**src/hdl/dcache_settings.svh**
```systemverilog
`ifndef DCACHE_SETTINGS_SVH
`define DCACHE_SETTINGS_SVH

// byte address and data word
`define DC_ADDR_W   32
`define DC_DATA_W   32

// 16-byte lines, 64 sets
`define DC_OFFSET_W 4
`define DC_INDEX_W  6
`define DC_TAG_W    (`DC_ADDR_W - `DC_INDEX_W - `DC_OFFSET_W)

`define DC_WORDS    4

`endif

```
**src/hdl/dcache_pkg.sv**
```systemverilog
package dcache_pkg;
    `include "dcache_settings.svh"

    typedef enum logic [1:0] {
        MS_IDLE,
        MS_WRITEBACK,
        MS_REFILL,
        MS_RESPOND
    } miss_state_e;

    typedef struct packed {
        logic [`DC_ADDR_W-1:0]   addr;
        logic                    write;
        logic [`DC_DATA_W/8-1:0] strb;
        logic [`DC_DATA_W-1:0]   wdata;
    } cpu_req_t;

    typedef logic [`DC_INDEX_W-1:0] dc_index_t;
    typedef logic [`DC_TAG_W-1:0]   dc_tag_t;
    typedef logic [1:0]             dc_word_sel_t;

    function automatic dc_tag_t addr_tag(logic [`DC_ADDR_W-1:0] addr);
        return addr[`DC_ADDR_W-1 -: `DC_TAG_W];
    endfunction

    function automatic dc_index_t addr_index(logic [`DC_ADDR_W-1:0] addr);
        return addr[`DC_OFFSET_W +: `DC_INDEX_W];
    endfunction

    // word in line, byte offset dropped
    function automatic dc_word_sel_t addr_word(logic [`DC_ADDR_W-1:0] addr);
        return addr[`DC_OFFSET_W-1:2];
    endfunction

    function automatic logic [`DC_ADDR_W-1:0] line_base(dc_tag_t tag, dc_index_t index);
        return {tag, index, {`DC_OFFSET_W{1'b0}}};
    endfunction
endpackage

```
**src/hdl/axi_pkg.sv**
```systemverilog
package axi_pkg;
    // beats minus one, as on the AXI len field
    typedef logic [7:0] burst_len_t;

    // log2 of bytes per beat
    typedef logic [2:0] burst_size_t;

    typedef enum logic {
        MEM_READ_LINE,
        MEM_WRITE_LINE
    } mem_op_e;
endpackage

```
**src/hdl/dcache_if.sv**
```systemverilog
`timescale 1ns/100ps
`include "dcache_settings.svh"

interface dcache_miss_if import dcache_pkg::*; ();
    logic                  miss_valid;
    logic                  miss_ready;
    cpu_req_t              miss_req;
    logic                  victim_way;
    logic                  victim_dirty;
    dc_tag_t               victim_tag;
    logic                  fill_done;
    logic [`DC_DATA_W-1:0] fill_rdata;

    modport master (
        output miss_valid, miss_req, victim_way, victim_dirty, victim_tag,
        input  miss_ready, fill_done, fill_rdata
    );

    modport slave (
        input  miss_valid, miss_req, victim_way, victim_dirty, victim_tag,
        output miss_ready, fill_done, fill_rdata
    );
endinterface

interface dcache_ram_if import dcache_pkg::*; ();
    // lookup side: read and hit write at the registered read address
    logic                       rd_en;
    dc_index_t                  rd_index;
    dc_word_sel_t               rd_word;
    logic                       hit_we;
    logic                       hit_way;
    logic [`DC_DATA_W/8-1:0]    hit_strb;
    logic [`DC_DATA_W-1:0]      hit_wdata;
    logic                       touch;

    // refill side
    logic                       fill_we;
    logic                       fill_way;
    dc_index_t                  fill_index;
    dc_word_sel_t               fill_word;
    logic [`DC_DATA_W-1:0]      fill_data;
    dc_tag_t                    fill_tag;
    logic                       tag_we;
    logic                       set_dirty;
    logic                       wb_rd_en;
    dc_word_sel_t               wb_word;

    // storage returns
    dc_tag_t [1:0]              rd_tag;
    logic [1:0][`DC_DATA_W-1:0] rd_data;
    logic [1:0]                 rd_valid;
    logic [1:0]                 rd_dirty;
    logic                       rd_lru;
    logic [`DC_DATA_W-1:0]      wb_rdata;

    modport lookup (
        output rd_en, rd_index, rd_word, hit_we, hit_way, hit_strb, hit_wdata, touch,
        input  rd_tag, rd_data, rd_valid, rd_dirty, rd_lru
    );

    modport refill (
        output fill_we, fill_way, fill_index, fill_word, fill_data, fill_tag,
        output tag_we, set_dirty, wb_rd_en, wb_word,
        input  wb_rdata
    );

    modport store (
        input  rd_en, rd_index, rd_word, hit_we, hit_way, hit_strb, hit_wdata, touch,
        input  fill_we, fill_way, fill_index, fill_word, fill_data, fill_tag,
        input  tag_we, set_dirty, wb_rd_en, wb_word,
        output rd_tag, rd_data, rd_valid, rd_dirty, rd_lru, wb_rdata
    );
endinterface

```
**src/hdl/dcache_refill.sv**
```systemverilog
`timescale 1ns/100ps
`include "dcache_settings.svh"

module dcache_refill import dcache_pkg::*; import axi_pkg::*; (
    input  logic                    clk,
    input  logic                    rst,
    dcache_miss_if.slave            miss,
    dcache_ram_if.refill            ram,
    output logic [`DC_ADDR_W-1:0]   araddr,
    output burst_len_t              arlen,
    output burst_size_t             arsize,
    output logic                    arvalid,
    input  logic                    arready,
    input  logic [`DC_DATA_W-1:0]   rdata,
    input  logic                    rlast,
    input  logic                    rvalid,
    output logic                    rready,
    output logic [`DC_ADDR_W-1:0]   awaddr,
    output burst_len_t              awlen,
    output burst_size_t             awsize,
    output logic                    awvalid,
    input  logic                    awready,
    output logic [`DC_DATA_W-1:0]   wdata,
    output logic [`DC_DATA_W/8-1:0] wstrb,
    output logic                    wlast,
    output logic                    wvalid,
    input  logic                    wready,
    input  logic                    bvalid,
    output logic                    bready
);
    miss_state_e           state;
    mem_op_e               first_op;
    dc_word_sel_t          beat;
    dc_word_sel_t          req_word;
    logic                  wb_pending;
    logic                  miss_fire;
    logic                  r_fire;
    logic                  w_fire;
    logic [`DC_DATA_W-1:0] merged;
    logic [`DC_DATA_W-1:0] word_q;

    assign miss_fire = miss.miss_valid && miss.miss_ready;
    assign r_fire    = rvalid && rready;
    assign w_fire    = wvalid && wready;
    assign first_op  = miss.victim_dirty ? MEM_WRITE_LINE : MEM_READ_LINE;
    assign req_word  = addr_word(miss.miss_req.addr);

    // whole-line incrementing bursts of full words
    assign arlen  = burst_len_t'(`DC_WORDS - 1);
    assign awlen  = burst_len_t'(`DC_WORDS - 1);
    assign arsize = burst_size_t'($clog2(`DC_DATA_W / 8));
    assign awsize = burst_size_t'($clog2(`DC_DATA_W / 8));
    assign wstrb  = '1;
    assign bready = 1'b1;

    assign miss.miss_ready = (state == MS_IDLE);
    assign miss.fill_done  = (state == MS_RESPOND);
    assign miss.fill_rdata = word_q;

    // pending store bytes over the refilled word
    always_comb begin
        merged = rdata;
        if (miss.miss_req.write && beat == req_word) begin
            for (int b = 0; b < `DC_DATA_W / 8; b++) begin
                if (miss.miss_req.strb[b]) begin
                    merged[8*b +: 8] = miss.miss_req.wdata[8*b +: 8];
                end
            end
        end
    end

    assign ram.fill_we    = r_fire;
    assign ram.fill_way   = miss.victim_way;
    assign ram.fill_index = addr_index(miss.miss_req.addr);
    assign ram.fill_word  = beat;
    assign ram.fill_data  = merged;
    assign ram.fill_tag   = addr_tag(miss.miss_req.addr);
    assign ram.tag_we     = r_fire && rlast;
    assign ram.set_dirty  = miss.fill_done && miss.miss_req.write;

    // victim words are fetched one at a time, next one after each W beat
    assign ram.wb_rd_en = (miss_fire && first_op == MEM_WRITE_LINE)
                          || (state == MS_WRITEBACK && w_fire && !wlast);
    assign ram.wb_word  = (state == MS_IDLE) ? '0 : beat + 1'b1;

    always_ff @(posedge clk) begin
        if (rst) begin
            state      <= MS_IDLE;
            beat       <= '0;
            wb_pending <= 1'b0;
            arvalid    <= 1'b0;
            rready     <= 1'b0;
            awvalid    <= 1'b0;
            wvalid     <= 1'b0;
            wlast      <= 1'b0;
        end else begin
            wb_pending <= ram.wb_rd_en;
            case (state)
                MS_IDLE: begin
                    if (miss_fire) begin
                        beat <= '0;
                        if (first_op == MEM_WRITE_LINE) begin
                            awvalid <= 1'b1;
                            state   <= MS_WRITEBACK;
                        end else begin
                            arvalid <= 1'b1;
                            state   <= MS_REFILL;
                        end
                    end
                end
                MS_WRITEBACK: begin
                    if (awvalid && awready) begin
                        awvalid <= 1'b0;
                    end
                    if (wb_pending) begin
                        wvalid <= 1'b1;
                        wlast  <= (beat == dc_word_sel_t'(`DC_WORDS - 1));
                    end else if (w_fire) begin
                        wvalid <= 1'b0;
                        wlast  <= 1'b0;
                        beat   <= beat + 1'b1;
                    end
                    if (bvalid) begin
                        beat    <= '0;
                        arvalid <= 1'b1;
                        state   <= MS_REFILL;
                    end
                end
                MS_REFILL: begin
                    if (arvalid && arready) begin
                        arvalid <= 1'b0;
                        rready  <= 1'b1;
                    end
                    if (r_fire) begin
                        beat <= beat + 1'b1;
                        if (rlast) begin
                            rready <= 1'b0;
                            state  <= MS_RESPOND;
                        end
                    end
                end
                MS_RESPOND: state <= MS_IDLE;
                default:    state <= MS_IDLE;
            endcase
        end
    end

    always_ff @(posedge clk) begin
        if (miss_fire) begin
            awaddr <= line_base(miss.victim_tag, addr_index(miss.miss_req.addr));
            araddr <= line_base(addr_tag(miss.miss_req.addr), addr_index(miss.miss_req.addr));
        end
        if (wb_pending) begin
            wdata <= ram.wb_rdata;
        end
        // requested word as it came from memory
        if (r_fire && beat == req_word) begin
            word_q <= rdata;
        end
    end
endmodule

```
**src/flat_wrapper.sv**
```systemverilog
// flat-port wrapper written by rule: the top's interface ports become plain ports
module dcache_refill_flat import dcache_pkg::*; import axi_pkg::*;
  (clk, rst, araddr, arlen, arsize, arvalid, arready, rdata, rlast, rvalid, rready, awaddr, awlen, awsize, awvalid, awready, wdata, wstrb, wlast, wvalid, wready, bvalid, bready, miss_miss_valid, miss_miss_req, miss_victim_way, miss_victim_dirty, miss_victim_tag, miss_miss_ready, miss_fill_done, miss_fill_rdata, ram_fill_we, ram_fill_way, ram_fill_index, ram_fill_word, ram_fill_data, ram_fill_tag, ram_tag_we, ram_set_dirty, ram_wb_rd_en, ram_wb_word, ram_wb_rdata);
  dcache_miss_if miss_i ();
  dcache_ram_if ram_i ();
  input  logic clk;
  input  logic rst;
  output logic [`DC_ADDR_W-1:0] araddr;
  output burst_len_t arlen;
  output burst_size_t arsize;
  output logic arvalid;
  input  logic arready;
  input  logic [`DC_DATA_W-1:0] rdata;
  input  logic rlast;
  input  logic rvalid;
  output logic rready;
  output logic [`DC_ADDR_W-1:0] awaddr;
  output burst_len_t awlen;
  output burst_size_t awsize;
  output logic awvalid;
  input  logic awready;
  output logic [`DC_DATA_W-1:0] wdata;
  output logic [`DC_DATA_W/8-1:0] wstrb;
  output logic wlast;
  output logic wvalid;
  input  logic wready;
  input  logic bvalid;
  output logic bready;
  input wire logic [$bits(miss_i.miss_valid)-1:0] miss_miss_valid;
  input wire logic [$bits(miss_i.miss_req)-1:0] miss_miss_req;
  input wire logic [$bits(miss_i.victim_way)-1:0] miss_victim_way;
  input wire logic [$bits(miss_i.victim_dirty)-1:0] miss_victim_dirty;
  input wire logic [$bits(miss_i.victim_tag)-1:0] miss_victim_tag;
  output wire logic [$bits(miss_i.miss_ready)-1:0] miss_miss_ready;
  output wire logic [$bits(miss_i.fill_done)-1:0] miss_fill_done;
  output wire logic [$bits(miss_i.fill_rdata)-1:0] miss_fill_rdata;
  output wire logic [$bits(ram_i.fill_we)-1:0] ram_fill_we;
  output wire logic [$bits(ram_i.fill_way)-1:0] ram_fill_way;
  output wire logic [$bits(ram_i.fill_index)-1:0] ram_fill_index;
  output wire logic [$bits(ram_i.fill_word)-1:0] ram_fill_word;
  output wire logic [$bits(ram_i.fill_data)-1:0] ram_fill_data;
  output wire logic [$bits(ram_i.fill_tag)-1:0] ram_fill_tag;
  output wire logic [$bits(ram_i.tag_we)-1:0] ram_tag_we;
  output wire logic [$bits(ram_i.set_dirty)-1:0] ram_set_dirty;
  output wire logic [$bits(ram_i.wb_rd_en)-1:0] ram_wb_rd_en;
  output wire logic [$bits(ram_i.wb_word)-1:0] ram_wb_word;
  input wire logic [$bits(ram_i.wb_rdata)-1:0] ram_wb_rdata;
  assign miss_i.miss_valid = miss_miss_valid;
  assign miss_i.miss_req = miss_miss_req;
  assign miss_i.victim_way = miss_victim_way;
  assign miss_i.victim_dirty = miss_victim_dirty;
  assign miss_i.victim_tag = miss_victim_tag;
  assign miss_miss_ready = miss_i.miss_ready;
  assign miss_fill_done = miss_i.fill_done;
  assign miss_fill_rdata = miss_i.fill_rdata;
  assign ram_fill_we = ram_i.fill_we;
  assign ram_fill_way = ram_i.fill_way;
  assign ram_fill_index = ram_i.fill_index;
  assign ram_fill_word = ram_i.fill_word;
  assign ram_fill_data = ram_i.fill_data;
  assign ram_fill_tag = ram_i.fill_tag;
  assign ram_tag_we = ram_i.tag_we;
  assign ram_set_dirty = ram_i.set_dirty;
  assign ram_wb_rd_en = ram_i.wb_rd_en;
  assign ram_wb_word = ram_i.wb_word;
  assign ram_i.wb_rdata = ram_wb_rdata;
  dcache_refill u_core (.clk(clk), .rst(rst), .miss(miss_i), .ram(ram_i), .araddr(araddr), .arlen(arlen), .arsize(arsize), .arvalid(arvalid), .arready(arready), .rdata(rdata), .rlast(rlast), .rvalid(rvalid), .rready(rready), .awaddr(awaddr), .awlen(awlen), .awsize(awsize), .awvalid(awvalid), .awready(awready), .wdata(wdata), .wstrb(wstrb), .wlast(wlast), .wvalid(wvalid), .wready(wready), .bvalid(bvalid), .bready(bready));
endmodule
```
**config.mk**
```make
export PLATFORM = sky130hd
export DESIGN_NAME = dcache_refill_flat
export DESIGN_NICKNAME = d
export VERILOG_FILES = /design/src/hdl/dcache_pkg.sv /design/src/hdl/axi_pkg.sv /design/src/hdl/dcache_if.sv /design/src/hdl/dcache_refill.sv /design/src/flat_wrapper.sv
export VERILOG_INCLUDE_DIRS = /design/src /design/src/hdl
export SDC_FILE = /design/constraint.sdc
export NUM_CORES = 1
export LEC_CHECK = 0
export ABC_AREA = 1
export BUFFER_PORTS_ARGS = -buffer_cell sky130_fd_sc_hd__buf_2
export CELL_PAD_IN_SITES_DETAIL_PLACEMENT = 0
export CELL_PAD_IN_SITES_GLOBAL_PLACEMENT = 1
export CORE_AREA = 2 2 154 156
export CTS_BUF_LIST = sky130_fd_sc_hd__clkbuf_8 sky130_fd_sc_hd__clkbuf_16
export DETAILED_ROUTE_END_ITERATION = 8
export DIE_AREA = 0 0 156 158
export PLACE_DENSITY_LB_ADDON = 0.3
export SLEW_MARGIN = 20
export SYNTH_ARGS = -nofsm -noshare
export SYNTH_HDL_FRONTEND = slang
export SYNTH_SLANG_ARGS = --single-unit
export TNS_END_PERCENT = 5
```
**constraint.sdc**
```tcl
create_clock -name clk -period 3.3 [get_ports clk]
set_input_delay 0.66 -clock clk [delete_from_list [all_inputs] [get_ports clk]]
set_output_delay 0.66 -clock clk [all_outputs]
set_load 0.01 [all_outputs]
```
======== After elaboration in Yosys (flattened, before gate mapping) ========
Index checks and enable logic that the tools add are counted.
word-level totals
  bits in registers ....................... 130
  input bits .............................. 166
  output and inout bits ................... 231
  word-level logic and storage cells ...... 85
operators by class
  $add $sub $neg .......................... 1
  equal/unequal tests ..................... 15
  mux-type cells .......................... 34
  reduce and logical (&&, ||, !) cells .... 23
operator list
  kind                                                                     count
  32-bit 2-to-1 mux                                                        1
  8-bit 2-to-1 mux                                                         4
  2-bit 2-to-1 mux                                                         11
  1-bit 2-to-1 mux                                                         14
  1-bit logical AND                                                        12
  2-bit inequality test, second input constant                             6
  5-bit AND reduction                                                      2
  2-bit case mux with 4 select lines                                       1
  4-bit AND reduction                                                      2
  2-bit == test, second input constant                                     3
  2-bit case mux with 3 select lines                                       1
  2-bit by 1-bit inequality test with 1-bit output, second input constant  2
  2-bit nonzero test                                                       2
  3-bit by 2-bit inequality test with 1-bit output, second input constant  1
  3-bit inequality test, second input constant                             1
  1-bit case mux with 3 select lines                                       1
  3-bit nonzero test                                                       1
  2-bit by 1-bit adder with 2-bit output, second input constant            1
  2-bit by 1-bit == test with 1-bit output, second input constant          1
  2-bit == test                                                            1
  2-bit zero test                                                          1
  1-bit case mux with 2 select lines                                       1
  2-bit AND reduction                                                      1
  1-bit zero test                                                          1
  1-bit logical OR                                                         1

======== Depth between registers and ports, before layout ========
Gate-level depths: netlist (run 1).
  word-level depth ........................ 5
  gate-level depth with buffers ........... 8
  gate-level depth less buffers ........... 8

======== Least setup slack after synthesis (run 1) ========
No wires, ideal clock.
  path kind ............................... register to output
  from .................................... register u_core.state[0]
  to ...................................... output port ram_wb_rd_en
  arrival time ............................ 2.189 ns
  data required time ...................... 2.640 ns
  slack ................................... 0.451 ns
  stages on the path, launching flop included .. 7
  path buffers ............................ 0
  cell sequence ........................... dfxtp_1 -> inv_1 -> ha_1 -> nand2_1 -> inv_1 -> nand2_1 -> nand2_1
between the ends
  word-level cells in the longest chain between the ends .. 4
  elaborated cells between the ends (all ways) .. 7
  classes of those cells .................. eq/ne: 1; reduce/logical: 6
RTL lines
  what                    RTL line              text
  from (decl)             dcache_refill.sv:31   miss_state_e state;
  from (signal assigned)  dcache_refill.sv:88   state <= MS_IDLE;
  from (signal assigned)  dcache_refill.sv:104  state <= MS_WRITEBACK;
  from (signal assigned)  dcache_refill.sv:107  state <= MS_REFILL;
  2-bit zero test         dcache_refill.sv:56   assign miss.miss_ready = (state == MS_IDLE);
  via miss_miss_ready     flat_wrapper.sv:34    output wire logic [$bits(miss_i.miss_ready)-1:0] miss_miss_ready;
  1-bit logical AND       dcache_refill.sv:42   assign miss_fire = miss.miss_valid && miss.miss_ready;
  via u_core.miss_fire    dcache_refill.sv:36   logic miss_fire;
  1-bit logical AND       dcache_refill.sv:82   assign ram.wb_rd_en = (miss_fire && first_op == MEM_WRITE_LINE)
  1-bit logical OR        dcache_refill.sv:83   || (state == MS_WRITEBACK && w_fire && !wlast);
  to (decl)               flat_wrapper.sv:45    output wire logic [$bits(ram_i.wb_rd_en)-1:0] ram_wb_rd_en;
The timed path passes the listed nets, and every way through them passes these cells.

======== Worst setup path after layout (run 1) ========
  from .................................... register u_core.beat[0] (netlist: u_core.ram.fill_word[0])
  to ...................................... output port ram_fill_data[20]
between the ends
  word-level cells in the longest chain between the ends .. 3
RTL lines
  what                    RTL line              text
  from (decl)             dcache_refill.sv:33   dc_word_sel_t beat;
  from (signal assigned)  dcache_refill.sv:121  beat <= beat + 1'b1;
  from (signal assigned)  dcache_refill.sv:135  beat <= beat + 1'b1;
  2-bit == test           dcache_refill.sv:63   if (miss.miss_req.write && beat == req_word) begin
  1-bit logical AND       dcache_refill.sv:63
  32-bit 2-to-1 mux       dcache_refill.sv:63
  to (decl)               flat_wrapper.sv:41    output wire logic [$bits(ram_i.fill_data)-1:0] ram_fill_data;
Every way passes these cells.

==> results of run 1 <==
-- where the power goes --
group          switching (µW)  leakage, µW  total [µW]  internal, µW
clock                     820     0.000276        1820          1000
sequential               74.7      0.00113        2040          1960
combinational             809      0.00227        1300           490
total                    1700      0.00368        5160          3460
-- routing by layer --
metal	vias up	global-route usage (%)	wire, µm
met3	12	5.31	1590
met4	2	4.89	227
li1	2117	-	-
met2	239	24.2	8880
met5	-	0	6
met1	1891	12.8	5960
-- cells in the mapped netlist --
| cell type | number |
|---|---|
| a31oi_1 | 1 |
| nand3b_1 | 1 |
| inv_1 | 50 |
| buf_6 | 6 |
| ha_1 | 6 |
| clkbuf_1 | 4 |
| o21a_1 | 1 |
| conb_1 | 2 |
| nand3_1 | 4 |
| o21ai_2 | 28 |
| xnor2_1 | 2 |
| nand2_1 | 92 |
| o21ai_1 | 4 |
| nor2_1 | 18 |
| edfxtp_1 | 114 |
| o21ai_0 | 37 |
| dfxtp_1 | 10 |
| nand2_2 | 1 |
| a21oi_1 | 6 |
| nor2_8 | 1 |
| nor3_1 | 2 |
| buf_4 | 70 |
-- sequential cells by signal (all words and copies together) (netlist names) --
register                cells
u_core.araddr              28
u_core.arvalid              1
u_core.awaddr              22
u_core.awvalid              1
u_core.miss.fill_rdata     32
u_core.ram.fill_word        2
u_core.rready               1
u_core.state                2
u_core.wb_pending           1
u_core.wdata               32
u_core.wlast                1
u_core.wvalid               1
-- cell type report --
type                       count  area (µm²)
fill                        2374       15300
sequential                   124        3620
timing repair buffer         363        1840
multi-input combinational    239        1200
clock buffer                  17         425
tap                          290         363
inverter                      50         188
clock inverter                15         146
antenna                        1        2.50
-- worst max-delay path, stage by stage, from the launching register on --
cell and delay (ps):
dfxtp_1 450, xnor2_1 170, nand2_2 140, nor2_8 310, buf_12 250, nand2_1 90
o21ai_2 60, buf_2 140
-- layout by cell type, fill, tap and decap left out, types with 3 or more instances in the layout --
cell type	count
buf_2	357
edfxtp_1	114
nand2_1	92
inv_1	49
o21ai_0	37
conb_1	35
o21ai_2	28
nor2_1	17
clkbuf_16	17
dfxtp_1	10
a21oi_1	6
ha_1	6
inv_6	5
buf_4	5
o21ai_1	4
nand3_1	4
inv_8	4
clkinv_4	3
-- cells by family (layout without fill, tap and decap cells) --
group / after synthesis / count (layout) / synth area share [%]
flip-flops: 124 / 124 / 66.0
AND/OR/NAND/NOR: 119 / 119 / 8.68
adder cells (fa/ha/maj): 6 / 6 / 1.37
XOR/XNOR: 2 / 2 / 0.319
buffers and inverters: 130 / 445 / 14.5
AO/OA/AOI/OAI: 77 / 77 / 9.00
other: 2 / 36 / 0.137
-- stage by stage --
stage,cells,area [µm²]
2_1_floorplan,493,5610
3_3_place_gp,1066,7220
3_5_place_dp,1066,7220
4_1_cts,1098,7790
5_1_grt,1098,7790
6_report,1099,7790
-- worst max path at each step --
stage / slack (ps) / from / depth (start not counted) / to
6_report: 580 / u_core.ram.fill_word[0]$_SDFFE_PP0P_ / 7 / ram_fill_data[20]
5_1_grt: 400 / u_core.ram.fill_word[0]$_SDFFE_PP0P_ / 7 / ram_fill_data[28]
2_1_floorplan: 450 / u_core.state[0]$_SDFFE_PP0P_ / 6 / ram_wb_rd_en
4_1_cts: 500 / u_core.ram.fill_word[0]$_SDFFE_PP0P_ / 7 / ram_fill_data[12]
3_5_place_dp: 670 / miss_miss_req[39] / 8 / ram_fill_data[12]
3_3_place_gp: 670 / miss_miss_req[39] / 8 / ram_fill_data[12]
==> out/metrics.csv, run 1 <==
metric,value,unit
vias in the first global route,3928,
Peak VDD IR,280,µV
routed wire length,16.7,mm
first-pass GRT wire length,23.1,mm
Cells after Synth,460,
Synth Cell Area,0.00549,mm²
vias per cell,3.88,
Pwr per Cell Area,662,mW/mm²
worst hold start,ram_wb_rdata[12],
Worst Slack Setup Final,583,ps
Worst R2R Setup Slack,1450,ps
Layout area overhead,42.0,%
Max Clock Freq,0.368,GHz
kind of critical path,flip-flop to output port,
Root Driver,clkbuf_16,
GRT Residual Overflow,0,
Clock Sinks,124,
total track usage,12.9,%
worst min path class,input port to flip-flop,
first drt pass iteration count,4,
Yosys cell types,22,
Worst-Skew Late Latency,420,ps
Core Region,0.0231,mm²
RSZ-0062 raised after global routing,no,
Starting Density,23.8,%
dpl hpwl,13.2,mm
Worst EP arrival,2060,ps
top cell type's share of synthesized area,62.4,%
setup bufs post-CTS,0,
Layout Utilization,33.8,%
crit-path max FO,31,
die height,158,µm
final setup TNS,0,ps
Slew Limit Headroom,55.9,%
Remaining DRCs,0,
WHS Path Cells,1,
gpl congestion,0.728,
CP endpoint kind,output port,
Yosys reg bits,124,
number of port buffers,357,
share of layout cells above drive strength 1,52.8,%
DIE WIDTH,156,µm
initial antenna violation count,0,
Critical Path RT,2640,ps
NumNets Final,967,
Hold Crit Endpoint,u_core.wdata[12]$_DFFE_PP_,
Leakage Power,0.00368,µW
status,"finished, final reports clean",
Final Hold Vio Count,0,
pins over their slew limit,0,
Clock transition at path regs,70,ps
Reg-to-Reg Start,u_core.state[0]$_SDFFE_PP0P_,
post-place setup slack,667,ps
CTS Buffer Depth,2,
count of final setup violators,0,
CTS tree,yes,
"Hold-fix buffers, CTS",0,
crit start category,flip-flop,
r2r endpoint,u_core.awaddr[24]$_DFFE_PP_,
CTS H-tree depth,4,
FF-to-FF path depth,5,
post-synthesis sequential area ratio,66.0,%
largest net degree at the start of global routing,52,
Row Count,56,
Least-Margin Pin Slew,661,ps
Num CTS Buffers,17,
Max-Cap Viols,0,
I/O pin count,397,
post-synth top area cell,edfxtp_1,
Final Cycle Share,82.3,%
clk_skew,14.0,ps
drt initial violations,120,
synth top area cells,"edfxtp_1 62%, buf_4 9.6%, nand2_1 6.3%, o21ai_2 4.5%, dfxtp_1 3.6%",
post-route ant nets,0,
YS warnings,0,
Hold Slack,413,ps
Syn Area/Cell,11.9,µm²
Avg WL per Cell,15.2,µm
Via Count,4261,
Final Critical Period,2720,ps
Die ar.,0.0246,mm²
Design Power,5160,µW
CTS resizes,0,
(Power assumes the default switching activity.)
==> run 2, diff against run 1 <==
--- a/config.mk
+++ b/config.mk
@@ -6,14 +6,14 @@
 export SDC_FILE = /design/constraint.sdc
 export NUM_CORES = 1
 export LEC_CHECK = 0
-export ABC_AREA = 1
+export ABC_AREA = 0
 export BUFFER_PORTS_ARGS = -buffer_cell sky130_fd_sc_hd__buf_2
 export CELL_PAD_IN_SITES_DETAIL_PLACEMENT = 0
 export CELL_PAD_IN_SITES_GLOBAL_PLACEMENT = 1
-export CORE_AREA = 2 2 154 156
+export CORE_AREA = 2 2 152 154
 export CTS_BUF_LIST = sky130_fd_sc_hd__clkbuf_8 sky130_fd_sc_hd__clkbuf_16
 export DETAILED_ROUTE_END_ITERATION = 8
-export DIE_AREA = 0 0 156 158
+export DIE_AREA = 0 0 154 156
 export PLACE_DENSITY_LB_ADDON = 0.3
 export SLEW_MARGIN = 20
 export SYNTH_ARGS = -nofsm -noshare
==> constraint.sdc (replaced) <==
create_clock -name clk -period 2.7 [get_ports clk]
set_input_delay 0.54 -clock clk [delete_from_list [all_inputs] [get_ports clk]]
set_output_delay 0.54 -clock clk [all_outputs]
set_load 0.01 [all_outputs]
==> out/metrics.csv, run 2 <==
metric,value,unit
status,"finished, final reports clean",
Max-Cap Viols,0,
"EDFF count, synth",114,
Clock Sinks,124,
Layout area overhead,47.4,%
Final Critical Period,2530,ps
Clock transition at path regs,60,ps
Leakage Power,0.00334,µW
sequential share of power,42.1,%
compound-cell area share of the yosys netlist,3.24,%
largest net degree at the start of global routing,51,
Antenna Cells,0,
Avg WL per Cell,15.7,µm
Synth Cell Area,0.00505,mm²
Max Clock Freq,0.395,GHz
die height,156,µm
RSZ-0062 raised after global routing,no,
Cells after Synth,302,
Worst R2R Setup Slack,760,ps
share of layout cells above drive strength 1,66.6,%
Design Power,5780,µW
Num CTS Buffers,17,
total track usage,11.7,%
first-pass GRT wire length,21.0,mm
Syn Area/Cell,16.7,µm²
most frequent cells in the layout,"357 x buf_2, 114 x edfxtp_1, 35 x conb_1",
main combinational cell family by area after synthesis,buffers and inverters,
number of port buffers,357,
top cell type's share of synthesized area,67.8,%
Synth Flop Type,edfxtp_1,
switch share,28.7,%
Yosys reg bits,124,
dpl hpwl,12.0,mm
"commonest non-fill, non-tap cell in the layout",buf_2,
WHS Path Cells,1,
"slowest stage cell, crit path",dfxtp_2,
vias per cell,3.91,
synth top area cells,"edfxtp_1 68%, buf_4 10%, mux2_2 7.1%, dfxtp_1 4.0%, ha_1 1.5%",
drt initial violations,140,
setup bufs post-CTS,0,
crit-path max FO,7,
async set-reset flop share out of synthesis,0,%
gpl congestion,0.766,
count of final setup violators,0,
logic gate share of total power,19.2,%
Least-Margin Pin Slew,648,ps
FF-to-FF path depth,4,
YS warnings,0,
post-synthesis adder-cell area fraction,1.49,%
Row Count,55,
Max stage delay on crit path,370,ps
Clock power frac,38.6,%
Peak VDD IR,335,µV
DP Cell Count,914,
Yosys cell types,38,
internal power,4120,µW
Slew Limit Headroom,56.8,%
final setup TNS,0,ps
CTS tree,yes,
vias in the first global route,3607,
clk_skew,14.1,ps
post-synthesis sequential area ratio,71.7,%
Worst-Skew Late Latency,420,ps
Critical Path RT,2160,ps
post-synth top area cell,edfxtp_1,
Starting Density,22.6,%
Hold Slack,300,ps
GRT Residual Overflow,0,
Core Region,0.0224,mm²
Post-synth top cells,"114 x edfxtp_1, 70 x buf_4, 32 x mux2_2, 10 x dfxtp_1, 7 x inv_1",
worst-path cell chain,xor2_2 > nor3_2 > buf_4 > mux2_2 > buf_2,
"Hold-fix buffers, CTS",0,
DIE WIDTH,154,µm
crit start category,flip-flop,
NetSw,1660,µW
pins over their slew limit,0,
simple-gate share of the synthesized area,4.19,%
Worst EP arrival,1990,ps
initial antenna violation count,0,
most instantiated library cell after synthesis,edfxtp_1,
first drt pass iteration count,4,
routed wire length,14.9,mm
NumNets Final,820,
worst min path class,input port to flip-flop,
CP endpoint kind,output port,
Final Non-Filler Cells,946,
CTS H-tree depth,4,
Remaining DRCs,0,
xor and xnor area share after synthesis,0.495,%
Die ar.,0.0240,mm²
Final Cycle Share,93.8,%
kind of critical path,flip-flop to output port,
CTS Buffer Depth,2,
Pwr per Cell Area,776,mW/mm²
Final Hold Vio Count,0,
CTS resizes,2,
post-route ant nets,0,
Via Count,3695,
Root Driver,clkbuf_16,
fraction of synthesized area in multiplexers,7.73,%
I/O pin count,397,
-- run 2: stage by stage --
| step | cell area [µm²] | setup WS [ps] | util, % |
|---|---|---|---|
| after floorplan | 5180 | 166 | - |
| after global placement | 6860 | 110 | 30.7 |
| after detailed placement | 6860 | 100 | 30.7 |
| after CTS | 7450 | 113 | 33.3 |
| after global routing | 7450 | 19.2 | 33.3 |
| final | 7450 | 168 | 33.3 |
-- run 2: power groups by stage --
| stage | combinational, µW | sequential, µW | clock (µW) |
|---|---|---|---|
| final | 1110 | 2440 | 2230 |
| after global routing | 1210 | 2460 | 2390 |
| after floorplan | 557 | 2600 | 0 |
| after global placement | 1130 | 2470 | 0 |
| after CTS | 1130 | 2440 | 2310 |
| after detailed placement | 1130 | 2480 | 0 |
-- run 2: kinds of logic after synthesis --
logic type      Yosys count
fa+ha+maj                 6
simple gates             34
flops                   124
compound gates           21
buf+inv                  78
xor+xnor                  2
mux                      35
other cells               2
-- run 2: path summary, 6_finish.rpt --
kind | to | from
hold reg to reg | u_core.awvalid$_SDFFE_PP0P_ | u_core.awvalid$_SDFFE_PP0P_
hold / removal | u_core.wdata[16]$_DFFE_PP_ | ram_wb_rdata[16]
setup / recovery | ram_fill_data[2] | u_core.ram.fill_word[1]$_SDFFE_PP0P_
setup reg to reg | u_core.awaddr[26]$_DFFE_PP_ | u_core.state[0]$_SDFFE_PP0P_
-- run 2: area by class of cell --
type,count,area [µm²]
clock buffer,17,425
clock inverter,15,151
fill,2259,14900
inverter,7,26.3
multi-input combinational,133,1020
sequential,124,3620
tap,285,357
timing repair buffer,365,1850
-- run 2: per-layer routing --
layer  GRT usage, %  routed length, µm
met1           12.5               5580
met2           21.3               7720
met3           4.17               1320
met4           4.45                268
met5              0                  0
-- run 2: worst max-delay path, delay by kind of cell, from the launching register on --
| kind | cells | cell delay [ps] |
|---|---|---|
| buffers and inverters | 2 | 340 |
| XOR/XNOR | 1 | 250 |
| flip-flops | 1 | 370 |
| multiplexers | 1 | 350 |
| AND/OR/NAND/NOR | 1 | 270 |
