<file path="config.mk">
export PLATFORM = sky130hd
export DESIGN_NAME = dcache_lookup_flat
export DESIGN_NICKNAME = d
export VERILOG_FILES = /design/src/hdl/dcache_pkg.sv /design/src/hdl/dcache_if.sv /design/src/hdl/dcache_lookup.sv /design/src/flat_wrapper.sv
export VERILOG_INCLUDE_DIRS = /design/src /design/src/hdl
export SDC_FILE = /design/constraint.sdc
export NUM_CORES = 1
export LEC_CHECK = 0
export BUFFER_PORTS_ARGS = -buffer_cell sky130_fd_sc_hd__buf_2
export CORE_AREA = 8 8 148 150
export DETAILED_ROUTE_END_ITERATION = 7
export DIE_AREA = 0 0 156 158
export PLACE_DENSITY = 0.68
export SYNTH_ARGS = -nofsm -noshare
export SYNTH_HDL_FRONTEND = slang
export SYNTH_SLANG_ARGS = --single-unit
</file>
<file path="constraint.sdc">
create_clock -name clk -period 18.5 [get_ports clk]
set_input_delay 1.85 -clock clk [delete_from_list [all_inputs] [get_ports clk]]
set_output_delay 1.85 -clock clk [all_outputs]
set_load 0.005 [all_outputs]
</file>
<file path="src/hdl/dcache_settings.svh">
`ifndef DCACHE_SETTINGS_SVH
`define DCACHE_SETTINGS_SVH

// byte address and data word
`define DC_ADDR_W   32
`define DC_DATA_W   32

// 16-byte lines, 64 sets
`define DC_OFFSET_W 4
`define DC_INDEX_W  6
`define DC_TAG_W    (`DC_ADDR_W - `DC_INDEX_W - `DC_OFFSET_W)

`define DC_WORDS    4

`endif

</file>
<file path="src/hdl/dcache_pkg.sv">
package dcache_pkg;
    `include "dcache_settings.svh"

    typedef enum logic [1:0] {
        MS_IDLE,
        MS_WRITEBACK,
        MS_REFILL,
        MS_RESPOND
    } miss_state_e;

    typedef struct packed {
        logic [`DC_ADDR_W-1:0]   addr;
        logic                    write;
        logic [`DC_DATA_W/8-1:0] strb;
        logic [`DC_DATA_W-1:0]   wdata;
    } cpu_req_t;

    typedef logic [`DC_INDEX_W-1:0] dc_index_t;
    typedef logic [`DC_TAG_W-1:0]   dc_tag_t;
    typedef logic [1:0]             dc_word_sel_t;

    function automatic dc_tag_t addr_tag(logic [`DC_ADDR_W-1:0] addr);
        return addr[`DC_ADDR_W-1 -: `DC_TAG_W];
    endfunction

    function automatic dc_index_t addr_index(logic [`DC_ADDR_W-1:0] addr);
        return addr[`DC_OFFSET_W +: `DC_INDEX_W];
    endfunction

    // word in line, byte offset dropped
    function automatic dc_word_sel_t addr_word(logic [`DC_ADDR_W-1:0] addr);
        return addr[`DC_OFFSET_W-1:2];
    endfunction

    function automatic logic [`DC_ADDR_W-1:0] line_base(dc_tag_t tag, dc_index_t index);
        return {tag, index, {`DC_OFFSET_W{1'b0}}};
    endfunction
endpackage

</file>
<file path="src/hdl/dcache_if.sv">
`timescale 1ns/100ps
`include "dcache_settings.svh"

interface dcache_miss_if import dcache_pkg::*; ();
    logic                  miss_valid;
    logic                  miss_ready;
    cpu_req_t              miss_req;
    logic                  victim_way;
    logic                  victim_dirty;
    dc_tag_t               victim_tag;
    logic                  fill_done;
    logic [`DC_DATA_W-1:0] fill_rdata;

    modport master (
        output miss_valid, miss_req, victim_way, victim_dirty, victim_tag,
        input  miss_ready, fill_done, fill_rdata
    );

    modport slave (
        input  miss_valid, miss_req, victim_way, victim_dirty, victim_tag,
        output miss_ready, fill_done, fill_rdata
    );
endinterface

interface dcache_ram_if import dcache_pkg::*; ();
    // lookup side: read and hit write at the registered read address
    logic                       rd_en;
    dc_index_t                  rd_index;
    dc_word_sel_t               rd_word;
    logic                       hit_we;
    logic                       hit_way;
    logic [`DC_DATA_W/8-1:0]    hit_strb;
    logic [`DC_DATA_W-1:0]      hit_wdata;
    logic                       touch;

    // refill side
    logic                       fill_we;
    logic                       fill_way;
    dc_index_t                  fill_index;
    dc_word_sel_t               fill_word;
    logic [`DC_DATA_W-1:0]      fill_data;
    dc_tag_t                    fill_tag;
    logic                       tag_we;
    logic                       set_dirty;
    logic                       wb_rd_en;
    dc_word_sel_t               wb_word;

    // storage returns
    dc_tag_t [1:0]              rd_tag;
    logic [1:0][`DC_DATA_W-1:0] rd_data;
    logic [1:0]                 rd_valid;
    logic [1:0]                 rd_dirty;
    logic                       rd_lru;
    logic [`DC_DATA_W-1:0]      wb_rdata;

    modport lookup (
        output rd_en, rd_index, rd_word, hit_we, hit_way, hit_strb, hit_wdata, touch,
        input  rd_tag, rd_data, rd_valid, rd_dirty, rd_lru
    );

    modport refill (
        output fill_we, fill_way, fill_index, fill_word, fill_data, fill_tag,
        output tag_we, set_dirty, wb_rd_en, wb_word,
        input  wb_rdata
    );

    modport store (
        input  rd_en, rd_index, rd_word, hit_we, hit_way, hit_strb, hit_wdata, touch,
        input  fill_we, fill_way, fill_index, fill_word, fill_data, fill_tag,
        input  tag_we, set_dirty, wb_rd_en, wb_word,
        output rd_tag, rd_data, rd_valid, rd_dirty, rd_lru, wb_rdata
    );
endinterface

</file>
<file path="src/hdl/dcache_lookup.sv">
`timescale 1ns/100ps
`include "dcache_settings.svh"

module dcache_lookup import dcache_pkg::*; (
    input  logic                    clk,
    input  logic                    rst,
    input  logic                    req_valid,
    input  logic                    req_write,
    input  logic [`DC_ADDR_W-1:0]   req_addr,
    input  logic [`DC_DATA_W-1:0]   req_wdata,
    input  logic [`DC_DATA_W/8-1:0] req_strb,
    output logic                    req_ready,
    output logic                    resp_valid,
    output logic [`DC_DATA_W-1:0]   resp_rdata,
    input  logic                    resp_ready,
    dcache_ram_if.lookup            ram,
    dcache_miss_if.master           miss
);
    cpu_req_t              req_q;
    logic                  pend;
    logic                  init_done;
    logic                  miss_open;
    logic                  fill_resp;
    logic [`DC_DATA_W-1:0] fill_word_q;
    logic [1:0]            way_hit;
    logic                  hit;
    logic                  victim;
    logic                  accept;
    logic                  hit_fire;

    // compare stage, ram outputs belong to req_q
    assign way_hit[0] = ram.rd_valid[0] && (ram.rd_tag[0] == addr_tag(req_q.addr));
    assign way_hit[1] = ram.rd_valid[1] && (ram.rd_tag[1] == addr_tag(req_q.addr));
    assign hit        = |way_hit;
    assign victim     = hit ? way_hit[1] : ram.rd_lru;

    assign resp_valid = fill_resp || (pend && hit);
    assign resp_rdata = fill_resp ? fill_word_q : ram.rd_data[victim];
    assign hit_fire   = pend && hit && resp_ready;

    // a new request only when the compare stage empties this cycle
    assign req_ready = init_done && !miss_open && (!pend || hit_fire);
    assign accept    = req_valid && req_ready;

    assign ram.rd_en     = accept;
    assign ram.rd_index  = addr_index(req_addr);
    assign ram.rd_word   = addr_word(req_addr);
    assign ram.hit_we    = hit_fire && req_q.write;
    assign ram.touch     = hit_fire && !req_q.write;
    assign ram.hit_way   = victim;
    assign ram.hit_strb  = req_q.strb;
    assign ram.hit_wdata = req_q.wdata;

    assign miss.miss_req = req_q;

    always_ff @(posedge clk) begin
        if (rst) begin
            init_done       <= 1'b0;
            pend            <= 1'b0;
            miss_open       <= 1'b0;
            fill_resp       <= 1'b0;
            miss.miss_valid <= 1'b0;
        end else begin
            init_done <= 1'b1;
            pend      <= accept || (pend && hit && !resp_ready);

            if (pend && !hit) begin
                miss_open       <= 1'b1;
                miss.miss_valid <= 1'b1;
            end else if (fill_resp && resp_ready) begin
                miss_open <= 1'b0;
            end

            if (miss.miss_valid && miss.miss_ready) begin
                miss.miss_valid <= 1'b0;
            end

            if (miss.fill_done) begin
                fill_resp <= 1'b1;
            end else if (resp_ready) begin
                fill_resp <= 1'b0;
            end
        end
    end

    always_ff @(posedge clk) begin
        if (accept) begin
            req_q <= '{addr: req_addr, write: req_write, strb: req_strb, wdata: req_wdata};
        end
        // victim fields held until the refill is done
        if (pend && !hit) begin
            miss.victim_way   <= victim;
            miss.victim_dirty <= ram.rd_dirty[victim];
            miss.victim_tag   <= ram.rd_tag[victim];
        end
        if (miss.fill_done) begin
            fill_word_q <= miss.fill_rdata;
        end
    end
endmodule

</file>
<file path="src/flat_wrapper.sv">
// flat-port wrapper written by rule: the top's interface ports become plain ports
module dcache_lookup_flat import dcache_pkg::*;
  (clk, rst, req_valid, req_write, req_addr, req_wdata, req_strb, req_ready, resp_valid, resp_rdata, resp_ready, ram_rd_en, ram_rd_index, ram_rd_word, ram_hit_we, ram_hit_way, ram_hit_strb, ram_hit_wdata, ram_touch, ram_rd_tag, ram_rd_data, ram_rd_valid, ram_rd_dirty, ram_rd_lru, miss_miss_valid, miss_miss_req, miss_victim_way, miss_victim_dirty, miss_victim_tag, miss_miss_ready, miss_fill_done, miss_fill_rdata);
  dcache_ram_if ram_i ();
  dcache_miss_if miss_i ();
  input  logic clk;
  input  logic rst;
  input  logic req_valid;
  input  logic req_write;
  input  logic [`DC_ADDR_W-1:0] req_addr;
  input  logic [`DC_DATA_W-1:0] req_wdata;
  input  logic [`DC_DATA_W/8-1:0] req_strb;
  output logic req_ready;
  output logic resp_valid;
  output logic [`DC_DATA_W-1:0] resp_rdata;
  input  logic resp_ready;
  output wire logic [$bits(ram_i.rd_en)-1:0] ram_rd_en;
  output wire logic [$bits(ram_i.rd_index)-1:0] ram_rd_index;
  output wire logic [$bits(ram_i.rd_word)-1:0] ram_rd_word;
  output wire logic [$bits(ram_i.hit_we)-1:0] ram_hit_we;
  output wire logic [$bits(ram_i.hit_way)-1:0] ram_hit_way;
  output wire logic [$bits(ram_i.hit_strb)-1:0] ram_hit_strb;
  output wire logic [$bits(ram_i.hit_wdata)-1:0] ram_hit_wdata;
  output wire logic [$bits(ram_i.touch)-1:0] ram_touch;
  input wire logic [$bits(ram_i.rd_tag)-1:0] ram_rd_tag;
  input wire logic [$bits(ram_i.rd_data)-1:0] ram_rd_data;
  input wire logic [$bits(ram_i.rd_valid)-1:0] ram_rd_valid;
  input wire logic [$bits(ram_i.rd_dirty)-1:0] ram_rd_dirty;
  input wire logic [$bits(ram_i.rd_lru)-1:0] ram_rd_lru;
  output wire logic [$bits(miss_i.miss_valid)-1:0] miss_miss_valid;
  output wire logic [$bits(miss_i.miss_req)-1:0] miss_miss_req;
  output wire logic [$bits(miss_i.victim_way)-1:0] miss_victim_way;
  output wire logic [$bits(miss_i.victim_dirty)-1:0] miss_victim_dirty;
  output wire logic [$bits(miss_i.victim_tag)-1:0] miss_victim_tag;
  input wire logic [$bits(miss_i.miss_ready)-1:0] miss_miss_ready;
  input wire logic [$bits(miss_i.fill_done)-1:0] miss_fill_done;
  input wire logic [$bits(miss_i.fill_rdata)-1:0] miss_fill_rdata;
  assign ram_rd_en = ram_i.rd_en;
  assign ram_rd_index = ram_i.rd_index;
  assign ram_rd_word = ram_i.rd_word;
  assign ram_hit_we = ram_i.hit_we;
  assign ram_hit_way = ram_i.hit_way;
  assign ram_hit_strb = ram_i.hit_strb;
  assign ram_hit_wdata = ram_i.hit_wdata;
  assign ram_touch = ram_i.touch;
  assign ram_i.rd_tag = ram_rd_tag;
  assign ram_i.rd_data = ram_rd_data;
  assign ram_i.rd_valid = ram_rd_valid;
  assign ram_i.rd_dirty = ram_rd_dirty;
  assign ram_i.rd_lru = ram_rd_lru;
  assign miss_miss_valid = miss_i.miss_valid;
  assign miss_miss_req = miss_i.miss_req;
  assign miss_victim_way = miss_i.victim_way;
  assign miss_victim_dirty = miss_i.victim_dirty;
  assign miss_victim_tag = miss_i.victim_tag;
  assign miss_i.miss_ready = miss_miss_ready;
  assign miss_i.fill_done = miss_fill_done;
  assign miss_i.fill_rdata = miss_fill_rdata;
  dcache_lookup u_core (.clk(clk), .rst(rst), .req_valid(req_valid), .req_write(req_write), .req_addr(req_addr), .req_wdata(req_wdata), .req_strb(req_strb), .req_ready(req_ready), .resp_valid(resp_valid), .resp_rdata(resp_rdata), .resp_ready(resp_ready), .ram(ram_i), .miss(miss_i));
endmodule
</file>
# Word-level counts from Yosys, hierarchy flattened
# Cells that the tools add are included.
# op_classes
reduce_logical,25
n_eq_ne,2
mux,13
order_cmp,1
# op_table
operator,count
32-bit 2-to-1 mux,3
22-bit == test,2
22-bit 2-to-1 mux,2
1-bit logical AND,13
1-bit 2-to-1 mux,8
1-bit logical NOT,5
2-bit nonzero test,2
2-bit OR reduction,2
1-bit logical OR,3
1-bit by 2-bit < comparator with 1-bit output (second input constant),1
# totals
input_bits,220
output_inout_bits,176
register_bits,130

# Depth between registers and ports, before layout
# Gate-level depths: netlist of run 1.
# logic_depth
ltp_word,9
depth_mapped,8
mapped_depth_nobuf,7

# Worst setup path after synthesis of run 1
# Ideal clock, no wire load.
# synth_timing
path_type,input port to output port
startpoint,input ram_rd_tag[34]
endpoint,output ram_rd_en
path_buffers,1
path_slack_ns,9.957
required_ns,16.650
stages,7
arrival_time_ns,6.693
cell_sequence,xor2_1 -> nor4_1 -> nand4_1 -> or4_1 -> clkbuf_1 -> a21o_1 -> a21oi_1
# synth_via
elab_chain_cells,8
# synth_lines
element,line,rtl
start: declaration,flat_wrapper.sv:25,input wire logic [$bits(ram_i.rd_tag)-1:0] ram_rd_tag;
22-bit == test,dcache_lookup.sv:33,assign way_hit[1] = ram.rd_valid[1] && (ram.rd_tag[1] == addr_tag(req_q.addr));
1-bit logical AND,dcache_lookup.sv:33,
2-bit OR reduction,dcache_lookup.sv:34,assign hit = |way_hit;
1-bit logical AND (2 in a row),dcache_lookup.sv:39,assign hit_fire = pend && hit && resp_ready;
1-bit logical OR,dcache_lookup.sv:42,assign req_ready = init_done && !miss_open && (!pend || hit_fire);
1-bit logical AND,dcache_lookup.sv:42,
1-bit logical AND,dcache_lookup.sv:43,assign accept = req_valid && req_ready;
end: declaration,flat_wrapper.sv:17,output wire logic [$bits(ram_i.rd_en)-1:0] ram_rd_en;
# No other way between the ends.

# Worst setup path after layout of run 1
# layout_timing
startpoint,input ram_rd_tag[14]
endpoint,output ram_hit_way
# layout_via
elab_chain_cells,4
# layout_lines
element,line,rtl
22-bit == test,dcache_lookup.sv:32,assign way_hit[0] = ram.rd_valid[0] && (ram.rd_tag[0] == addr_tag(req_q.addr));
1-bit logical AND,dcache_lookup.sv:32,
2-bit OR reduction,dcache_lookup.sv:34,
1-bit 2-to-1 mux,dcache_lookup.sv:35,assign victim = hit ? way_hit[1] : ram.rd_lru;
end: declaration,flat_wrapper.sv:21,output wire logic [$bits(ram_i.hit_way)-1:0] ram_hit_way;
# No other way between the ends.

==> flow_summary.toml, run 1 <==
[clock_tree]
htree_levels = 4
clk_pin_slew_ns = 0.06
ctsResizeCount = 0
hold_buffers = 0
clockRootBuffer = "clkbuf_16"
cts_made_buffers = 17
clkSinkCount = 130
clk_latency_ns = 0.42
post-cts-setup-buffers = 0
cts.path.max_buffers = 2
cts_tree = "yes"

[global_routing]
grt_pass1_wl_microns = 31050
grt_pass1_vias = 5374
grtUsageTotal_pct = 16.76
grt_start_max_net_pins = 54
antenna_found_initial = 2
overflow = 0

[routing]
dr_total_vias = 5125
antenna_left = 0
first_iter_violations = 448
drc_errors = 0
wl_per_cell_microns = 19.78
routed_wl_microns = 21600
dr.pass1.iters = 5
vias_per_cell = 4.693

[sta]
hold_violations = 0
relSlewSlack_pct = 16.41
setup_tns_ns = 0
worst_clock_skew_ns = 0.009676
period_share_pct = 35.72
fin_crit_ns = 6.608
worst_slew_pin_slew_ns = 1.254
final-max-slew-violation-count = 0
clock.fmax_ghz = 0.1513
setup_viol = 0
rsz0062_at_grt = "no"

[cells_and_area]
drive_gt1_share_pct = 55.84
final_cell_mix = "395 x buf_2, 125 x edfxtp_1, 37 x nand3_1"
fin_nets = 1029
layout_commonest_cell = "buf_2"
area.growth.synth_to_final_pct = 41.42
n_fill_cell = 1838
antenna_cells = 0

[yosys]
ys_seq_elements = 130
synth.distinct_cells = 37
synth.area.top_cells = "edfxtp_1 62%, buf_4 5.4%, mux2_4 4.7%, xor2_1 3.3%, a31oi_1 3.3%"
synth_top_area_share_pct = 61.82
synth_area_leader_cell = "edfxtp_1"
netlist_instances = 457
synth_area_sq_mm = 0.006072
avgSynthCellArea_sq_um = 13.29
synth-seq-area-share_pct = 63.47
synth_nets = 677
ys_warn_count = 0

[worst_setup_path]
crit_path_end_kind = "primary output"
cp.arrival_ns = 4.76
critPathRequiredTime_ns = 16.65
worstSetupPathType = "input port to primary output"
critPathMaxFanout = 33
startpoint_type = "input port"

[status]
status = "finished, final reports clean"

[floorplanning]
rows = 52
dieArea_sq_mm = 0.02465
io_pins = 396
die_x_microns = 156
start_util_pct = 30.80
core_sq_mm = 0.01971
fp.dieH_microns = 158

[power_and_ir_drop]
vdd_drop_max_mv = 0.05143
total_power_uw = 779.5
p_per_area_mw_per_mm2 = 90.78
p_leak_nw = 3.721

[job]
maxCapViolations = 0

[place]
dp_hpwl_microns = 17280
gp_congestion = 0.8363
port-buffer-count = 395

[min_path]
hp-class = "flop to flop"
registers in the layout, indices dropped and copies added, names as in the netlist:
name                      cells
u_core.ram.hit_strb           4
u_core.ram.hit_wdata         32
u_core.fill_word_q           32
u_core.fill_resp              1
u_core.init_done              1
u_core.miss.victim_dirty      1
u_core.miss.miss_req         33
u_core.miss.victim_tag       22
u_core.miss_open              1
u_core.miss.miss_valid        1
u_core.miss.victim_way        1
u_core.pend                   1
kinds of logic after synthesis:
kind of cell / Yosys count / synth area share [%]
AOI/OAI and AO/OA: 77 / 7.459
xor gates and xnor gates: 43 / 6.202
buffers and inverters: 71 / 7.418
DFF: 130 / 63.47
muxes: 23 / 5.440
and+or+nand+nor: 113 / 10.01
report_power, final:
part           switching (mW)  internal (mW)
sequential            0.00792          0.342
combinational          0.0497         0.0483
clock                   0.151          0.181
Yosys cell counts:
| master | number |
|---|---|
| edfxtp_1 | 125 |
| buf_4 | 44 |
| nand3_1 | 37 |
| nor2_1 | 34 |
| o21ai_0 | 34 |
| a31oi_1 | 32 |
| xor2_1 | 23 |
| xnor2_1 | 20 |
| mux2_4 | 19 |
| clkbuf_1 | 17 |
| nor4_1 | 8 |
| nand4_1 | 7 |
| dfxtp_1 | 5 |
| inv_1 | 5 |
| nand2b_1 | 5 |
| a21oi_1 | 4 |
| mux2_2 | 4 |
| nand2_1 | 4 |
| buf_2 | 3 |
| or4_1 | 3 |
| a21o_1 | 2 |
| and4_1 | 2 |
| and4b_1 | 2 |
| buf_6 | 2 |
| nand3b_1 | 2 |
| nand4b_1 | 2 |
| nor4b_1 | 2 |
| a211oi_1 | 1 |
| and3b_1 | 1 |
| nand2_4 | 1 |
| nor3_1 | 1 |
| o2111ai_1 | 1 |
| o21a_1 | 1 |
| o21ai_4 | 1 |
| o31ai_1 | 1 |
| or3b_1 | 1 |
| or4_4 | 1 |
worst paths after layout:
| check | startpoint | endpoint | slack (ns) | cells after the start |
|---|---|---|---|---|
| max reg2reg | u_core.miss.miss_req[61]$_DFFE_PP_ | u_core.ram.hit_wdata[12]$_DFFE_PP_ | 14.19 | 8 |
| min | u_core.miss.miss_valid$_SDFFE_PP0P_ | u_core.miss.miss_valid$_SDFFE_PP0P_ | 0.48 | 1 |
| min reg2reg | u_core.miss.miss_valid$_SDFFE_PP0P_ | u_core.miss.miss_valid$_SDFFE_PP0P_ | 0.48 | 1 |
| max | ram_rd_tag[14] | ram_hit_way | 11.89 | 7 |
layout make-up:
| type | count | area, sq um | area share (%) |
|---|---|---|---|
| Inverter | 5 | 18.77 | 0.2186 |
| Tap cell | 270 | 337.8 | 3.934 |
| Sequential cell | 130 | 3854 | 44.88 |
| Timing Repair Buffer | 399 | 2007 | 23.37 |
| Clock buffer | 17 | 425.4 | 4.954 |
| Clock inverter | 15 | 158.9 | 1.850 |
| Multi-Input combinational cell | 256 | 1785 | 20.79 |
worst max-delay path: stages:
cell	delay, ns
buf_2	0.12
xor2_1	0.14
or4_1	0.59
or4_4	0.55
o21ai_4	0.73
nand2_4	0.46
buf_2	0.28
per-layer routing:
metal / up-vias / routed length [microns] / GRT usage [%]
met5: - / 10 / 0
met4: 2 / 515 / 5.453
met2: 273 / 11200 / 29.66
li1: 2378 / - / -
met3: 42 / 1818 / 6.115
met1: 2430 / 8055 / 18.30
stage by stage:
| step | setup slack, ns | utilization [%] | std cells | hold slack [ns] | instance area, sq um |
|---|---|---|---|---|---|
| after detailed placement | 11.92 | 40.59 | 1060 | 0.4848 | 8003 |
| after global routing | 11.81 | 43.56 | 1092 | 0.4981 | 8587 |
| after CTS | 11.92 | 43.56 | 1092 | 0.4929 | 8587 |
| after floorplan | 9.957 | - | 457 | 0.4503 | 6072 |
| final | 11.89 | 43.56 | 1092 | 0.4848 | 8587 |
| after global placement | 11.96 | 40.59 | 1060 | 0.4568 | 8003 |
Power figures use the tool's default switching activity.
==> run 2: changes to the inputs <==
- ABC_AREA: not set -> 1
- CORE_AREA: 8 8 148 150 -> 8 8 149 151
- DIE_AREA: 0 0 156 158 -> 0 0 157 159
- clock period: 18.5 -> 6.5 ns (I/O delays scaled with it)
==> flow_summary.toml, run 2 <==
[global_routing]
grtUsageTotal_pct = 17.26
grt_pass1_vias = 5727
overflow = 0
grt_start_max_net_pins = 112
antenna_found_initial = 9
grt_pass1_wl_microns = 32310

[yosys]
ys_warn_count = 0
synth-seq-area-share_pct = 62.70
synth.distinct_cells = 17
yosys-top-cells-count = "207 x nand2_1, 125 x edfxtp_1, 97 x inv_1, 80 x o21ai_0, 45 x buf_4"
ys_seq_elements = 130
synth_nets = 862
synth_area_leader_cell = "edfxtp_1"
async_flop_share_pct = 0
synthFlopType = "edfxtp_1"
synth_area_sq_mm = 0.006146
avgSynthCellArea_sq_um = 9.573
synth_top_area_share_pct = 61.07
yosysMostFrequentCell = "nand2_1"
synth.area.top_cells = "edfxtp_1 61%, nand2_1 13%, o21ai_0 6.5%, inv_1 5.9%, buf_4 5.5%"
netlist_instances = 642
synth_edf_count = 125

[routing]
dr_total_vias = 5449
antenna_left = 0
drc_errors = 0
first_iter_violations = 373
vias_per_cell = 4.254
wl_per_cell_microns = 17.15
routed_wl_microns = 21960
dr.pass1.iters = 4

[floorplanning]
start_util_pct = 30.97
die_x_microns = 157
dieArea_sq_mm = 0.02496
fp.dieH_microns = 159
rows = 52
core_sq_mm = 0.01984
io_pins = 396

[worst_setup_path]
crit_slowest_cell = "nand2_4"
critPathMaxFanout = 111
cp.arrival_ns = 3.05
critPathRequiredTime_ns = 5.85
reg2reg_to = "u_core.miss.miss_req[65]$_DFFE_PP_"
worstSetupPathType = "flop to primary output"
cp_common_cell = "nand2_1"
critPathTopFamily = "simple AND/OR/NAND/NOR gates"
r2r_cells = 12
startpoint_type = "flop"
path_cells = "nand2_1 -> nand2_1 -> nor2_1 -> nand2_1 -> nor2_1 -> nand3_1 -> nand2_1 -> nand2_4 -> o21ai_0 -> o21ai_0 -> buf_2"
crit_path_end_kind = "primary output"
max_stage_delay_ns = 0.53
rr_startpoint = "u_core.miss.miss_req[64]$_DFFE_PP_"
critPathBufInv = 1
regToRegSetupSlack_ns = 3.26

[status]
status = "finished, final reports clean"

[sta]
clock.fmax_ghz = 0.2702
relSlewSlack_pct = 27.83
setup_tns_ns = 0
worst_slew_pin_slew_ns = 1.083
setup_viol = 0
worst_clock_skew_ns = 0.01745
hold_violations = 0
fin_crit_ns = 3.701
final-max-slew-violation-count = 0
period_share_pct = 56.94
rsz0062_at_grt = "no"

[clock_tree]
clkSinkCount = 130
clockRootBuffer = "clkbuf_16"
post-cts-setup-buffers = 0
cts_made_buffers = 17
clk_latency_ns = 0.42
hold_buffers = 0
cts.path.max_buffers = 2
ctsResizeCount = 0
clk_pin_slew_ns = 0.07
htree_levels = 4
cts_tree = "yes"

[power_and_ir_drop]
swShare_pct = 25.71
p_leak_nw = 4.314
power.internal_mw = 1.635
power_frac_seq_pct = 45.3
p_per_area_mw_per_mm2 = 254.8
clock_power_share_pct = 43.3
vdd_drop_max_mv = 0.1424
p_comb_share_pct = 11.4
switching_power_uw = 565.8

[place]
dp_hpwl_microns = 17880
gp_congestion = 0.8575
port-buffer-count = 395

[min_path]
min_from = "req_strb[3]"
hold_end = "u_core.ram.hit_strb[3]$_DFFE_PP_"
min_path_cells = 1
hp-class = "input port to flop"

[job]
maxCapViolations = 0

[cells_and_area]
utilization_pct = 43.52
final_cell_mix = "395 x buf_2, 206 x nand2_1, 125 x edfxtp_1"
area.growth.synth_to_final_pct = 40.53
drive_gt1_share_pct = 42.86
n_fill_cell = 1943
fin_nets = 1215
layout_commonest_cell = "buf_2"
largest_reg_flops = 33
-- run 2: area by class of cell --
class,instances,area [sq um],area share (%)
Antenna cell,3,7.507,0.08692
Timing Repair Buffer,397,1992,23.06
Inverter,97,364.1,4.216
Clock buffer,17,425.4,4.925
Multi-Input combinational cell,352,1495,17.31
Sequential cell,130,3855,44.63
Tap cell,270,337.8,3.911
Clock inverter,15,160.2,1.854
-- run 2: stage by stage --
| stage | cell area (sq um) | setup WS (ns) | power (mW) | cells | hold slack, ns |
|---|---|---|---|---|---|
| 2_1_floorplan | 6146 | 3.004 | 1.121 | 642 | 0.4456 |
| 3_3_place_gp | 8044 | 2.907 | 1.265 | 1246 | 0.4542 |
| 3_5_place_dp | 8044 | 2.829 | 1.271 | 1246 | 0.4770 |
| 4_1_cts | 8630 | 2.722 | 2.236 | 1278 | 0.3808 |
| 5_1_grt | 8637 | 2.527 | 2.294 | 1281 | 0.3753 |
| 6_report | 8637 | 2.799 | 2.201 | 1281 | 0.4009 |
-- run 2: worst register-to-register path: cells and delay by family, from the launching register on --
family | cells | cell delay (ns)
and+or+nand+nor | 10 | 1.21
buffers and inverters | 2 | 1.18
DFF | 1 | 0.48
-- run 2: metal layers --
layer | global-route usage (%) | up-vias | routed length, microns
met4 | 6.075 | 10 | 346
met1 | 19.32 | 2450 | 8501
met2 | 29.35 | 232 | 11130
met3 | 6.569 | 30 | 1916
met5 | 0 | - | 69
li1 | - | 2727 | -
-- run 2: logic make-up after synthesis --
family	Yosys count	synth area share [%]
muxes	1	0.2442
buffers and inverters	160	13.09
and+or+nand+nor	249	15.41
xor gates and xnor gates	4	0.5700
AOI/OAI and AO/OA	98	7.980
DFF	130	62.70
-- run 2: power groups by stage --
stage                     Clock, mW  Combinational, mW  Sequential [mW]
final                         0.952              0.251            0.997
after floorplan                   0              0.114             1.01
after detailed placement          0              0.256             1.01
after global routing           1.01              0.283             1.00
after global placement            0              0.251             1.01
after CTS                     0.982              0.256            0.998
-- run 2: how the worst max path moves through the flow --
stage               cells past startpoint  slack, ns                                 end                               start
finish                                 11       2.80                       resp_rdata[8]  u_core.miss.miss_req[64]$_DFFE_PP_
global route                           11       2.53                      resp_rdata[18]  u_core.miss.miss_req[57]$_DFFE_PP_
CTS                                    13       2.72                           ram_rd_en  u_core.miss.miss_req[55]$_DFFE_PP_
detailed placement                     14       2.83  u_core.miss.miss_req[68]$_DFFE_PP_                      ram_rd_tag[32]
global placement                       14       2.91  u_core.miss.miss_req[68]$_DFFE_PP_                      ram_rd_tag[32]
floorplan                              12       3.00                           ram_rd_en                       ram_rd_tag[4]
==> run 3: changes to the inputs <==
- CORE_AREA: 8 8 149 151 -> 8 8 147 149
- DIE_AREA: 0 0 157 159 -> 0 0 155 157
- PLACE_DENSITY: 0.68 -> 0.72
- clock period: 6.5 -> 3 ns (I/O delays scaled with it)
==> flow_summary.toml, run 3 (same netlist as run 2, synthesis figures left out) <==
[global_routing]
grt_pass1_wl_microns = 32940
grtUsageTotal_pct = 18.07
grt_pass1_vias = 5742
overflow = 0
grtUsageMet2_pct = 30.17
antenna_found_initial = 6
grt_use_met3_pct = 5.237
gr-max-usage-layer = "met2"
gr-usage-met1_pct = 21.01
grt_start_max_net_pins = 53

[clock_tree]
hold_buffers = 0
clk_pin_slew_ns = 0.07
cts.path.max_buffers = 2
cts_tree = "yes"
clockRootBuffer = "clkbuf_16"
clk_latency_ns = 0.42
cts_made_buffers = 17
clkSinkCount = 130
htree_levels = 4

[worst_setup_path]
reg2reg_to = "u_core.miss.miss_req[61]$_DFFE_PP_"
r2r_cells = 14
crit_path_end_kind = "primary output"
crit_path_end = "resp_rdata[0]"
critPathRequiredTime_ns = 2.70
rr_startpoint = "u_core.miss.miss_req[61]$_DFFE_PP_"
worstSetupPathType = "flop to primary output"
cp.arrival_ns = 2.44
regToRegSetupSlack_ns = 0.43
crit_start = "u_core.miss.miss_req[61]$_DFFE_PP_"
critPathMaxFanout = 52
startpoint_type = "flop"

[floorplanning]
fp.dieH_microns = 157
io_pins = 396
die_x_microns = 155
rows = 51
core_sq_mm = 0.01921
dieArea_sq_mm = 0.02434
start_util_pct = 32.00

[cells_and_area]
final_cell_mix = "395 x buf_2, 206 x nand2_1, 125 x edfxtp_1"
design_area_sq_mm = 0.008745
fin_nets = 1225
utilization_pct = 45.53
area.growth.synth_to_final_pct = 42.28
layout_commonest_cell = "buf_2"
largest_reg_flops = 33
drive_gt1_share_pct = 43.61

[sta]
setup_viol = 0
rsz0062_at_grt = "no"
worst_clock_skew_ns = 0.01333
setup_tns_ns = 0
period_share_pct = 91.31
hold_violations = 0
relSlewSlack_pct = 50.00
final-max-slew-violation-count = 0
clock.fmax_ghz = 0.3651
worst_slew_pin_slew_ns = 0.7500
fin_crit_ns = 2.739

[power_and_ir_drop]
p_leak_nw = 4.363
p_per_area_mw_per_mm2 = 548.5
vdd_drop_max_mv = 0.3765

[job]
maxCapViolations = 0

[routing]
routed_wl_microns = 22900
vias_per_cell = 4.285
dr.pass1.iters = 5
dr_total_vias = 5524
first_iter_violations = 319
antenna_left = 0
wl_per_cell_microns = 17.77
drc_errors = 0

[min_path]
hp-class = "input port to flop"
min_from = "req_wdata[29]"
min_path_cells = 1

[place]
dp_hpwl_microns = 18820
gp_congestion = 0.8968
place_area_sq_mm = 0.008119
port-buffer-count = 395

[status]
status = "finished, final reports clean"
-- run 3: cell count changes in the layout (fill, tap and decap cells not counted), moves of 2 or more --
cell	change
clkinvlp_4	+2
diode_2	+3
o21ai_1	+3
buf_4	+8
o21ai_0	-3
buf_12	+2
-- run 3: worst min-delay path by stage --
| stage | end | slack (ns) |
|---|---|---|
| CTS | u_core.ram.hit_wdata[4]$_DFFE_PP_ | 0.03 |
| global route | u_core.ram.hit_wdata[29]$_DFFE_PP_ | 0.03 |
| finish | u_core.ram.hit_wdata[29]$_DFFE_PP_ | 0.06 |
| floorplan | u_core.miss_open$_SDFFE_PP0P_ | 0.37 |
| global placement | u_core.miss.miss_valid$_SDFFE_PP0P_ | 0.43 |
| detailed placement | u_core.miss.miss_valid$_SDFFE_PP0P_ | 0.45 |
-- run 3: per-stage QoR --
stage	hold WS [ns]	cells	total power [mW]	setup slack, ns
global placement	0.4323	1248	2.759	0.2658
finish	0.05526	1289	4.796	0.2607
floorplan	0.3691	642	2.429	0.3778
detailed placement	0.4533	1248	2.769	0.2011
CTS	0.03196	1282	4.856	0.09952
global route	0.02939	1289	5.013	0.007595
-- run 3: report_power, final --
group	switching, mW	internal (mW)	leakage (nW)	total, mW
Sequential	0.0502	2.10	1.22	2.15
Clock	0.888	1.18	0.287	2.07
Combinational	0.307	0.268	2.86	0.575
-- run 3: final cells by class --
class,count,area (sq um)
antenna,6,15.01
inverter,97,367.9
timing repair buffer,407,2092
tap,265,331.6
sequential,130,3855
clock buffer,17,425.4
clock inverter,15,157.7
multi-input combinational,352,1500
fill,1852,10460
-- run 3: worst max-delay path, stage by stage (launching register included) --
cell and delay (ns):
edfxtp_1 0.47, o21ai_0 0.35, nor2_1 0.07, nand2_1 0.07
nor2_1 0.04, nand3_1 0.13, nand2_1 0.11, nand2_4 0.10
buf_12 0.22, nand2_1 0.07, o21ai_1 0.16, o21ai_1 0.08
buf_2 0.14
-- run 3: what timing repair did --
action                     CTS  global route
setup endpoints to repair    1             7
buffers inserted             2             1
pin swaps                    0             0
gates resized for setup      0             4
-- run 3: layer usage --
metal  routed length (microns)  vias up  share of wire (%)
met4                       577        0                2.5
li1                          -     2752                  -
met1                      9149     2489                 40
met5                         0        -                  0
met3                      1665       34                7.3
met2                     11510      249                 50
